### config.mk
export PLATFORM = sky130hd
export DESIGN_NAME = controlRom
export DESIGN_NICKNAME = d
export VERILOG_FILES = /design/src/rtl/ctrlPkg.sv /design/src/rtl/isaPkg.sv /design/src/rtl/aluOpDecoder.sv /design/src/rtl/branchResolver.sv /design/src/rtl/controlRom.sv /design/src/rtl/mainDecoder.sv /design/src/rtl/memAccessDecoder.sv
export SDC_FILE = /design/constraint.sdc
export NUM_CORES = 1
export LEC_CHECK = 0
export BUFFER_PORTS_ARGS = -buffer_cell sky130_fd_sc_hd__buf_2
export CAP_MARGIN = 25
export CORE_MARGIN = 2
export CORE_UTILIZATION = 23
export DETAILED_ROUTE_END_ITERATION = 7
export GPL_ROUTABILITY_DRIVEN = 0
export HOLD_SLACK_MARGIN = 0.05
export PLACE_DENSITY = 0.49
export SETUP_SLACK_MARGIN = 0.05
export SKIP_LAST_GASP = 1
export SYNTH_ARGS = -nofsm -noshare
export SYNTH_HDL_FRONTEND = slang
export SYNTH_HIERARCHICAL = 1
export SYNTH_SLANG_ARGS = --single-unit
### constraint.sdc
create_clock -name clk -period 0.8 [get_ports clk]
set_clock_uncertainty 0.2 [all_clocks]
set_input_delay 0.16 -clock clk [delete_from_list [all_inputs] [get_ports clk]]
set_output_delay 0.16 -clock clk [all_outputs]
set_load 0.03 [all_outputs]
### src/rtl/ctrlPkg.sv
`default_nettype none

package ctrlPkg;

	typedef logic [2:0] immSel_t;
	typedef logic [3:0] aluSel_t;
	typedef logic [2:0] loadSel_t;
	typedef logic [1:0] storeSel_t;
	typedef logic [1:0] wbSel_t;

	// Immediate formats
	localparam immSel_t IMM_NONE = 3'b000;
	localparam immSel_t IMM_U = 3'b001;
	localparam immSel_t IMM_I = 3'b010;
	localparam immSel_t IMM_SH = 3'b011;	// 5-bit shift amount
	localparam immSel_t IMM_B = 3'b100;
	localparam immSel_t IMM_S = 3'b101;
	localparam immSel_t IMM_J = 3'b110;

	localparam aluSel_t ALU_ADD = 4'b0000;
	localparam aluSel_t ALU_SUB = 4'b0001;
	localparam aluSel_t ALU_AND = 4'b0010;
	localparam aluSel_t ALU_OR = 4'b0011;
	localparam aluSel_t ALU_XOR = 4'b0100;
	localparam aluSel_t ALU_SLL = 4'b0101;
	localparam aluSel_t ALU_SRL = 4'b0110;
	localparam aluSel_t ALU_SRA = 4'b0111;
	localparam aluSel_t ALU_SLT = 4'b1001;
	localparam aluSel_t ALU_SLTU = 4'b1010;

	localparam loadSel_t LD_W = 3'b000;
	localparam loadSel_t LD_H = 3'b001;
	localparam loadSel_t LD_B = 3'b010;
	localparam loadSel_t LD_HU = 3'b011;
	localparam loadSel_t LD_BU = 3'b100;

	localparam storeSel_t ST_W = 2'b00;
	localparam storeSel_t ST_H = 2'b01;
	localparam storeSel_t ST_B = 2'b10;

	localparam wbSel_t WB_MEM = 2'b00;
	localparam wbSel_t WB_ALU = 2'b01;
	localparam wbSel_t WB_PC = 2'b10;

	localparam logic PC_PLUS4 = 1'b0;
	localparam logic PC_ALU = 1'b1;	// Jump or taken branch target
	localparam logic A_REG = 1'b0;
	localparam logic A_PC = 1'b1;
	localparam logic B_REG = 1'b0;
	localparam logic B_IMM = 1'b1;

	typedef struct packed {
		logic pcSel;
		immSel_t immSel;
		logic regWEn;
		logic aSel;
		logic bSel;
		aluSel_t aluSel;
		logic brUn;	// Unsigned compare request
		logic memWrite;
		loadSel_t loadSel;
		storeSel_t storeSel;
		wbSel_t wbSel;
	} ctrlWord_t;

	// Bubble word with no side effects and sequential PC
	localparam ctrlWord_t CTRL_DEFAULT = '0;

endpackage

`default_nettype wire

### src/rtl/isaPkg.sv
`default_nettype none

package isaPkg;

	typedef logic [4:0] opcode_t;	// Instruction bits 6:2
	typedef logic [2:0] funct3_t;
	typedef logic [3:0] instrClass_t;

	typedef struct packed {
		logic altBit;	// funct7 bit 5
		funct3_t funct3;
		opcode_t opcode;
	} instrKey_t;

	localparam opcode_t OP_R = 5'b01100;
	localparam opcode_t OP_I = 5'b00100;
	localparam opcode_t OP_LOAD = 5'b00000;
	localparam opcode_t OP_STORE = 5'b01000;
	localparam opcode_t OP_BRANCH = 5'b11000;
	localparam opcode_t OP_JAL = 5'b11011;
	localparam opcode_t OP_JALR = 5'b11001;
	localparam opcode_t OP_LUI = 5'b01101;
	localparam opcode_t OP_AUIPC = 5'b00101;

	// Arithmetic and logic group shared by R and I
	localparam funct3_t F3_ADD = 3'b000;
	localparam funct3_t F3_SLL = 3'b001;
	localparam funct3_t F3_SLT = 3'b010;
	localparam funct3_t F3_SLTU = 3'b011;
	localparam funct3_t F3_XOR = 3'b100;
	localparam funct3_t F3_SR = 3'b101;	// SRL or SRA by altBit
	localparam funct3_t F3_OR = 3'b110;
	localparam funct3_t F3_AND = 3'b111;

	localparam funct3_t F3_BEQ = 3'b000;
	localparam funct3_t F3_BNE = 3'b001;
	localparam funct3_t F3_BLT = 3'b100;
	localparam funct3_t F3_BGE = 3'b101;
	localparam funct3_t F3_BLTU = 3'b110;
	localparam funct3_t F3_BGEU = 3'b111;

	localparam funct3_t F3_B = 3'b000;	// Byte access for load or store
	localparam funct3_t F3_H = 3'b001;
	localparam funct3_t F3_W = 3'b010;
	localparam funct3_t F3_BU = 3'b100;
	localparam funct3_t F3_HU = 3'b101;

	localparam instrClass_t CLS_NONE = 4'd0;
	localparam instrClass_t CLS_R = 4'd1;
	localparam instrClass_t CLS_I = 4'd2;
	localparam instrClass_t CLS_LOAD = 4'd3;
	localparam instrClass_t CLS_STORE = 4'd4;
	localparam instrClass_t CLS_BRANCH = 4'd5;
	localparam instrClass_t CLS_JAL = 4'd6;
	localparam instrClass_t CLS_JALR = 4'd7;
	localparam instrClass_t CLS_LUI = 4'd8;
	localparam instrClass_t CLS_AUIPC = 4'd9;

endpackage

`default_nettype wire

### src/rtl/aluOpDecoder.sv
`timescale 1ns/1ps
`default_nettype none

module aluOpDecoder (
	input isaPkg::instrClass_t instrClass,
	input isaPkg::funct3_t funct3,
	input logic altBit,
	output ctrlPkg::aluSel_t aluSel
);
	import isaPkg::*;
	import ctrlPkg::*;

	logic arith;	// R or I class

	assign arith = (instrClass == CLS_R) || (instrClass == CLS_I);

	always_comb begin
		aluSel = ALU_ADD;	// Address and link arithmetic
		if (arith) begin
			case (funct3)
				F3_ADD: begin
					// Immediate forms have no subtract
					if (instrClass == CLS_R && altBit) begin
						aluSel = ALU_SUB;
					end else begin
						aluSel = ALU_ADD;
					end
				end
				F3_SLL: aluSel = ALU_SLL;
				F3_SLT: aluSel = ALU_SLT;
				F3_SLTU: aluSel = ALU_SLTU;
				F3_XOR: aluSel = ALU_XOR;
				F3_SR: aluSel = altBit ? ALU_SRA : ALU_SRL;
				F3_OR: aluSel = ALU_OR;
				F3_AND: aluSel = ALU_AND;
			endcase
		end
	end

endmodule

`default_nettype wire

### src/rtl/branchResolver.sv
`timescale 1ns/1ps
`default_nettype none

module branchResolver (
	input isaPkg::instrClass_t instrClass,
	input isaPkg::funct3_t funct3,
	input logic brEq,
	input logic brLt,
	output logic branchTaken,
	output logic brUn,
	output logic branchLegal
);
	import isaPkg::*;

	always_comb begin
		branchTaken = 1'b0;
		brUn = 1'b0;
		branchLegal = 1'b1;
		if (instrClass == CLS_BRANCH) begin
			brUn = (funct3 == F3_BLTU) || (funct3 == F3_BGEU);
			case (funct3)
				F3_BEQ: branchTaken = brEq;
				F3_BNE: branchTaken = !brEq;
				F3_BLT, F3_BLTU: branchTaken = brLt;	// brLt already reflects brUn
				F3_BGE, F3_BGEU: branchTaken = !brLt;
				default: branchLegal = 1'b0;	// 010 and 011
			endcase
		end
	end

endmodule

`default_nettype wire

### src/rtl/controlRom.sv
`timescale 1ns/1ps
`default_nettype none

module controlRom (
	input logic clk,
	input logic rstN,
	input isaPkg::instrKey_t key,
	input logic brEq,
	input logic brLt,
	output ctrlPkg::ctrlWord_t ctrl
);
	import isaPkg::*;
	import ctrlPkg::*;

	instrClass_t instrClass;
	immSel_t immSel;
	aluSel_t aluSel;
	loadSel_t loadSel;
	storeSel_t storeSel;
	wbSel_t wbSel;
	logic regWEn;
	logic aSel;
	logic bSel;
	logic pcSel;
	logic memWrite;
	logic memLegal;
	logic branchTaken;
	logic brUn;
	logic branchLegal;
	logic keyLegal;
	ctrlWord_t nextCtrl;

	mainDecoder uMain (
		.opcode(key.opcode),
		.funct3(key.funct3),
		.branchTaken(branchTaken),
		.instrClass(instrClass),
		.immSel(immSel),
		.regWEn(regWEn),
		.aSel(aSel),
		.bSel(bSel),
		.pcSel(pcSel),
		.wbSel(wbSel)
	);

	aluOpDecoder uAluOp (
		.instrClass(instrClass),
		.funct3(key.funct3),
		.altBit(key.altBit),
		.aluSel(aluSel)
	);

	branchResolver uBranch (
		.instrClass(instrClass),
		.funct3(key.funct3),
		.brEq(brEq),
		.brLt(brLt),
		.branchTaken(branchTaken),
		.brUn(brUn),
		.branchLegal(branchLegal)
	);

	memAccessDecoder uMem (
		.instrClass(instrClass),
		.funct3(key.funct3),
		.loadSel(loadSel),
		.storeSel(storeSel),
		.memWrite(memWrite),
		.memLegal(memLegal)
	);

	assign keyLegal = (instrClass != CLS_NONE) && memLegal && branchLegal;

	always_comb begin
		nextCtrl = CTRL_DEFAULT;	// Bubble for unknown keys
		if (keyLegal) begin
			nextCtrl.pcSel = pcSel;
			nextCtrl.immSel = immSel;
			nextCtrl.regWEn = regWEn;
			nextCtrl.aSel = aSel;
			nextCtrl.bSel = bSel;
			nextCtrl.aluSel = aluSel;
			nextCtrl.brUn = brUn;
			nextCtrl.memWrite = memWrite;
			nextCtrl.loadSel = loadSel;
			nextCtrl.storeSel = storeSel;
			nextCtrl.wbSel = wbSel;
		end
	end

	// Decode to execute stage register
	always_ff @(posedge clk or negedge rstN) begin
		if (!rstN) begin
			ctrl <= CTRL_DEFAULT;
		end else begin
			ctrl <= nextCtrl;
		end
	end

	noStoreWriteback: assert property (@(posedge clk) disable iff (!rstN)
		!(ctrl.memWrite && ctrl.regWEn))
		else $error("memWrite and regWEn both set");

	wbSelEncoding: assert property (@(posedge clk) disable iff (!rstN)
		ctrl.wbSel != 2'b11)
		else $error("wbSel holds reserved code");

	// Redirect needs a PC-relative target unless the word is JALR
	redirectSource: assert property (@(posedge clk) disable iff (!rstN)
		(ctrl.pcSel == PC_ALU) |-> (ctrl.aSel == A_PC ||
			(ctrl.wbSel == WB_PC && ctrl.immSel == IMM_I)))
		else $error("PC_ALU without PC operand or JALR word");

endmodule

`default_nettype wire

### src/rtl/mainDecoder.sv
`timescale 1ns/1ps
`default_nettype none

module mainDecoder (
	input isaPkg::opcode_t opcode,
	input isaPkg::funct3_t funct3,
	input logic branchTaken,
	output isaPkg::instrClass_t instrClass,
	output ctrlPkg::immSel_t immSel,
	output logic regWEn,
	output logic aSel,
	output logic bSel,
	output logic pcSel,
	output ctrlPkg::wbSel_t wbSel
);
	import isaPkg::*;
	import ctrlPkg::*;

	always_comb begin
		instrClass = CLS_NONE;
		immSel = IMM_NONE;
		regWEn = 1'b0;
		aSel = A_REG;
		bSel = B_REG;
		pcSel = PC_PLUS4;
		wbSel = WB_MEM;
		case (opcode)
			OP_R: begin
				instrClass = CLS_R;
				regWEn = 1'b1;
				wbSel = WB_ALU;
			end
			OP_I: begin
				instrClass = CLS_I;
				immSel = (funct3 == F3_SLL || funct3 == F3_SR) ? IMM_SH : IMM_I;
				regWEn = 1'b1;
				bSel = B_IMM;
				wbSel = WB_ALU;
			end
			OP_LOAD: begin
				instrClass = CLS_LOAD;
				immSel = IMM_I;
				regWEn = 1'b1;
				bSel = B_IMM;
			end
			OP_STORE: begin
				instrClass = CLS_STORE;
				immSel = IMM_S;
				bSel = B_IMM;
			end
			OP_BRANCH: begin
				instrClass = CLS_BRANCH;
				immSel = IMM_B;
				if (branchTaken) begin	// ALU forms PC + offset
					aSel = A_PC;
					bSel = B_IMM;
					pcSel = PC_ALU;
				end
			end
			OP_JAL: begin
				instrClass = CLS_JAL;
				immSel = IMM_J;
				regWEn = 1'b1;
				aSel = A_PC;
				bSel = B_IMM;
				pcSel = PC_ALU;
				wbSel = WB_PC;	// Link address
			end
			OP_JALR: begin
				instrClass = CLS_JALR;
				immSel = IMM_I;
				regWEn = 1'b1;
				bSel = B_IMM;
				pcSel = PC_ALU;
				wbSel = WB_PC;
			end
			OP_LUI: begin
				instrClass = CLS_LUI;
				immSel = IMM_U;
				regWEn = 1'b1;
				bSel = B_IMM;
				wbSel = WB_ALU;
			end
			OP_AUIPC: begin
				instrClass = CLS_AUIPC;
				immSel = IMM_U;
				regWEn = 1'b1;
				aSel = A_PC;
				bSel = B_IMM;
				wbSel = WB_ALU;
			end
			default: ;	// Unknown opcode keeps the bubble
		endcase
	end

endmodule

`default_nettype wire

### src/rtl/memAccessDecoder.sv
`timescale 1ns/1ps
`default_nettype none

module memAccessDecoder (
	input isaPkg::instrClass_t instrClass,
	input isaPkg::funct3_t funct3,
	output ctrlPkg::loadSel_t loadSel,
	output ctrlPkg::storeSel_t storeSel,
	output logic memWrite,
	output logic memLegal
);
	import isaPkg::*;
	import ctrlPkg::*;

	always_comb begin
		loadSel = LD_W;
		storeSel = ST_W;
		memWrite = 1'b0;
		memLegal = 1'b1;
		if (instrClass == CLS_LOAD) begin
			case (funct3)
				F3_B: loadSel = LD_B;
				F3_H: loadSel = LD_H;
				F3_W: loadSel = LD_W;
				F3_BU: loadSel = LD_BU;
				F3_HU: loadSel = LD_HU;
				default: memLegal = 1'b0;
			endcase
		end else if (instrClass == CLS_STORE) begin
			memWrite = 1'b1;
			case (funct3)
				F3_B: storeSel = ST_B;
				F3_H: storeSel = ST_H;
				F3_W: storeSel = ST_W;
				default: begin
					memWrite = 1'b0;	// Never write on a bad width
					memLegal = 1'b0;
				end
			endcase
		end
	end

endmodule

`default_nettype wire
Word level (Yosys, flattened, before mapping)
Index checks and enable logic that the tools add are counted.
W data, S select, Z words.
{"block": "op_classes", "mux": 30, "eq_ne": 20, "n_reduce_logical": 23}
{"cell": "$pmux W4 S9", "n": 1}
{"cell": "$pmux W4 S8", "n": 1}
{"cell": "$mux W20", "n": 1}
{"cell": "$pmux W3 S6", "n": 1}
{"cell": "$eq A5 B4 Y1 const B", "n": 3}
{"cell": "$eq A5 B5 Y1 const B", "n": 3}
{"cell": "$mux W1", "n": 15}
{"cell": "$reduce_or A7 Y1", "n": 2}
{"cell": "$eq A3 B3 Y1 const B", "n": 4}
{"cell": "$pmux W3 S4", "n": 1}
{"cell": "$reduce_or A2 Y1", "n": 6}
{"cell": "$eq A5 B3 Y1 const B", "n": 2}
{"cell": "$eq A4 B2 Y1 const B", "n": 2}
{"cell": "$eq A4 B3 Y1 const B", "n": 2}
{"cell": "$pmux W2 S2", "n": 2}
{"cell": "$eq A3 B2 Y1 const B", "n": 2}
{"cell": "$pmux W1 S2", "n": 3}
{"cell": "$reduce_or A6 Y1", "n": 1}
{"cell": "$logic_not A5 Y1", "n": 1}
{"cell": "$reduce_or A5 Y1", "n": 1}
{"cell": "$eq A4 B1 Y1 const B", "n": 1}
{"cell": "$mux W2", "n": 2}
{"cell": "$mux W4", "n": 1}
{"cell": "$pmux W1 S4", "n": 1}
{"cell": "other kinds (9)", "n": 14}
{"block": "totals", "input_bits": 13, "word_cells": 84, "reg_bits": 20, "output_inout_bits": 20}

Logic depth before layout (Yosys ltp)
{"block": "depth", "word_depth": 8, "mapped_depth": 10, "depth_no_buf": 8}

Hierarchy
Netlist, hierarchy kept.
{"module": "controlRom", "area_each_um2": 673.1, "cells_per_inst": 46, "seq_area_each_um2": 500.5, "instances": 1}
{"module": "mainDecoder", "area_each_um2": 252.7, "cells_per_inst": 43, "seq_area_each_um2": 0.0, "instances": 1}
{"module": "memAccessDecoder", "area_each_um2": 117.6, "cells_per_inst": 15, "seq_area_each_um2": 0.0, "instances": 1}
{"module": "aluOpDecoder", "area_each_um2": 93.8, "cells_per_inst": 15, "seq_area_each_um2": 0.0, "instances": 1}
{"module": "branchResolver", "area_each_um2": 61.3, "cells_per_inst": 8, "seq_area_each_um2": 0.0, "instances": 1}

Worst setup path after synthesis
No wires, ideal clock.
{"block": "synth_timing", "path_kind": "input-to-reg", "from": "in key[0] (netlist bit)", "to": "reg ctrl[7] (netlist bit)", "n_path_buf": 2, "setup_ns": 0.067, "cell_stages": 10, "required_time_ns": 0.533, "arrival_ns": 2.046, "slack_ns": -1.513, "cell_sequence": "buf_2 > nor3_1 > a211oi_1 > a211oi_1 > nand3b_1 > o21a_1 > o221ai_1 > and2_1 > clkbuf_1 > and3_1"}
{"element": "start, declared", "line_no": "controlRom.sv:7", "rtl": "input isaPkg::instrKey_t key,"}
{"element": "end signal, assigned", "line_no": "controlRom.sv:96", "rtl": "ctrl <= nextCtrl;"}
{"element": "end, declared", "line_no": "controlRom.sv:10", "rtl": "output ctrlPkg::ctrlWord_t ctrl"}

==> out/metrics.cfg <==
[finish]
reg.largest.list=ctrl: 20 flops
area_growth_pct=81.2
fill_cells=506
largest_reg_flops=20
drive_gt1_frac=0.638
top_register=ctrl
final_util=0.428
final_area_um2=2170
antennaDiodeCount=0
seqCellArea_um2=509
final_nets=210
multiInputGateArea_um2=875

[synthesis]
synth-edff-count=0
synth_cells=127
syn_area_per_cell_um2=9.44
syn_area_um2=1200
synth_top_cell_by_area=dfrtp_1
synth_cell_types=38
async_reset_ff_frac=1.00
syn_nets=140
ys_top_cells_by_area=dfrtp_1, and3_1, a21oi_1
ys_seq_area_frac=0.418
synth-seq-cells=20
yosys_warnings=6
yosysTopAreaCellShare=0.418
yosys_most_used_dff=dfrtp_1

[critical_path]
critPathKind=primary input to flop
crit_path_max_fanout=5
startpoint_type=primary input
crit_arrival_ns=1.84
cp.required_ns=0.75
end_kind=flop

[power_and_ir_drop]
p_int_mw=1.83
switching_share=0.273
power_frac_seq=0.417
power_leakage_nw=0.990
net-switching-power_uw=685
comb_power_share=0.290
pwr_density_cell_nw_per_um2=1160
pwr-share-clk=0.293
vdd_ir_drop_max_uv=487

[drt]
ant_nets=0
via_per_inst=4.66
dr.pass1.iters=4
remaining_drc_errors=0
drt-wirelength-per-cell_um=12.5
initialDrtViolationCount=40
dr_total_vias=1239
totalWireLength_mm=3.33

[cts]
cts_tree=built
cts.sinks=20
clockBufferDepth=2
path_clk_slew_ns=0.07
clockRootBuffer=clkbuf_8
cts_buffers=3
h-tree-depth=1

[global_route]
grt_pass1_wl_mm=5.65
grt_usage=0.117
antenna_found_initial=0
grt_pass1_vias=1209
grt_max_degree=21
grt-ovfl-total=0

[die]
core_um2=5070
die_area_um2=5800
fp.dieH_um=76.2
ios=33
die_w_um=76.2
rows=26
start_util=0.236

[sta]
fmax_mhz=527
relSlewSlack=0.748
fin_crit_sh=2.37
rsz0062_at_grt=yes
min_period_ns=1.90
hold_viol=0
setup-violations-final=40
fin_ws_ns=-1.10
report.final.slew_viol_count=0
tightest_slew_ns=0.378

[placed_design]
postPlaceCellArea_um2=1730
io_buffers=32
hpwl_mm=2.36

[status]
failed_checks=negative setup slack
status=finished with violations

[run]
max_cap_violations=0

[worst_hold_path]
holdCritPathClass=primary input to asynchronous set/reset pin

[final cells by class]
type	instances	share of cell area
clock buffer	4	0.0253
inverter	3	0.00518
multi-input combinational	98	0.403
sequential	20	0.234
tap	70	0.0403
timing repair buffer	71	0.292
[per-stage QoR]
stage / worst slack (ns) / std cells / power, mW / setup TNS (ns) / hold WS, ns
after detailed placement: -1.60 / 254 / 1.64 / -33.07 / -0.0990
after floorplan: -1.33 / 127 / 1.40 / -26.84 / -0.336
after global routing: -1.15 / 266 / 2.65 / -29.78 / 0.194
final: -1.10 / 266 / 2.51 / -28.04 / 0.170
after CTS: -1.07 / 265 / 2.49 / -27.93 / 0.158
after global placement: -1.51 / 254 / 1.63 / -31.41 / -0.103
[cells in the mapped netlist (all sizes together) (3+ instances only)]
cell type   n
nand2       7
or2         3
a21oi      10
o21ai       3
xor2        5
and3       21
buf         7
nor3b       3
nand2b      3
nor2        8
nand3       4
inv         3
dfrtp      20
[worst max-delay path by stage]
stage	from	endpoint	slack [ns]	cells after the start
2_1_floorplan	key[3]	ctrl[10]$_DFF_PN0_	-1.33	10
3_3_place_gp	key[3]	ctrl[18]$_DFF_PN0_	-1.51	10
3_5_place_dp	key[0]	ctrl[18]$_DFF_PN0_	-1.60	9
4_1_cts	key[3]	ctrl[18]$_DFF_PN0_	-1.07	9
5_1_grt	key[3]	ctrl[13]$_DFF_PN0_	-1.15	9
6_report	key[3]	ctrl[2]$_DFF_PN0_	-1.10	9
[cells in the final DEF, fill, tap and decap left out, types with 3 or more instances in the layout]
cell type and n:
buf_6 23, buf_12 3, inv_1 3, or2_4 3, dfrtp_2 7, clkbuf_8 4
and3_1 5, nand2_1 7, nor3b_2 3, and2_4 4, nor2_1 8, dfrtp_1 13
buf_4 34, nand3_1 3, xor2_1 4, buf_2 10, a21oi_1 8, and3_4 16
[critical path, cell delays in order]
cell	delay, ns
buf_12	0.11
xor2_2	0.16
a211oi_2	0.26
a211oi_4	0.07
or3b_4	0.41
a21oi_4	0.16
o221ai_4	0.14
and2_4	0.21
and3_4	0.17
[logic make-up (layout without fill, tap and decap cells)]
| kind of cell | Yosys count | after routing | synth area share |
|---|---|---|---|
| DFF | 20 | 20 | 0.418 |
| buffers and inverters | 12 | 78 | 0.0605 |
| AOI/OAI and AO/OA | 23 | 23 | 0.123 |
| and+or+nand+nor | 67 | 70 | 0.362 |
| xor gates and xnor gates | 5 | 5 | 0.0365 |
[timing repair]
| item | 4_1_cts | 5_1_grt |
|---|---|---|
| endpoints found under the hold margin | 20 | 0 |
| setup endpoints to repair | 40 | 40 |
| resized for setup | 65 | 16 |
| buffers inserted | 3 | 2 |
| pin swaps | 15 | 4 |
| cloned | 3 | 0 |
| hold buffers | 1 | 0 |
[power groups by stage]
stage               logic [mW]  registers (mW)  clock network, mW
global placement         0.567            1.06                  0
floorplan                0.293            1.11                  0
finish                   0.729            1.05              0.736
detailed placement       0.581            1.06                  0
CTS                      0.682            1.05              0.758
global route             0.784            1.05              0.815
[routing by layer]
layer | vias to the layer above | share of wire | GRT usage
li1 | 601 | - | -
met1 | 589 | 0.44 | 0.154
met2 | 42 | 0.49 | 0.183
met3 | 7 | 0.051 | 0.0237
met4 | 0 | 0.021 | 0.0582
met5 | - | 0 | 0
(Power assumes the default switching activity.)
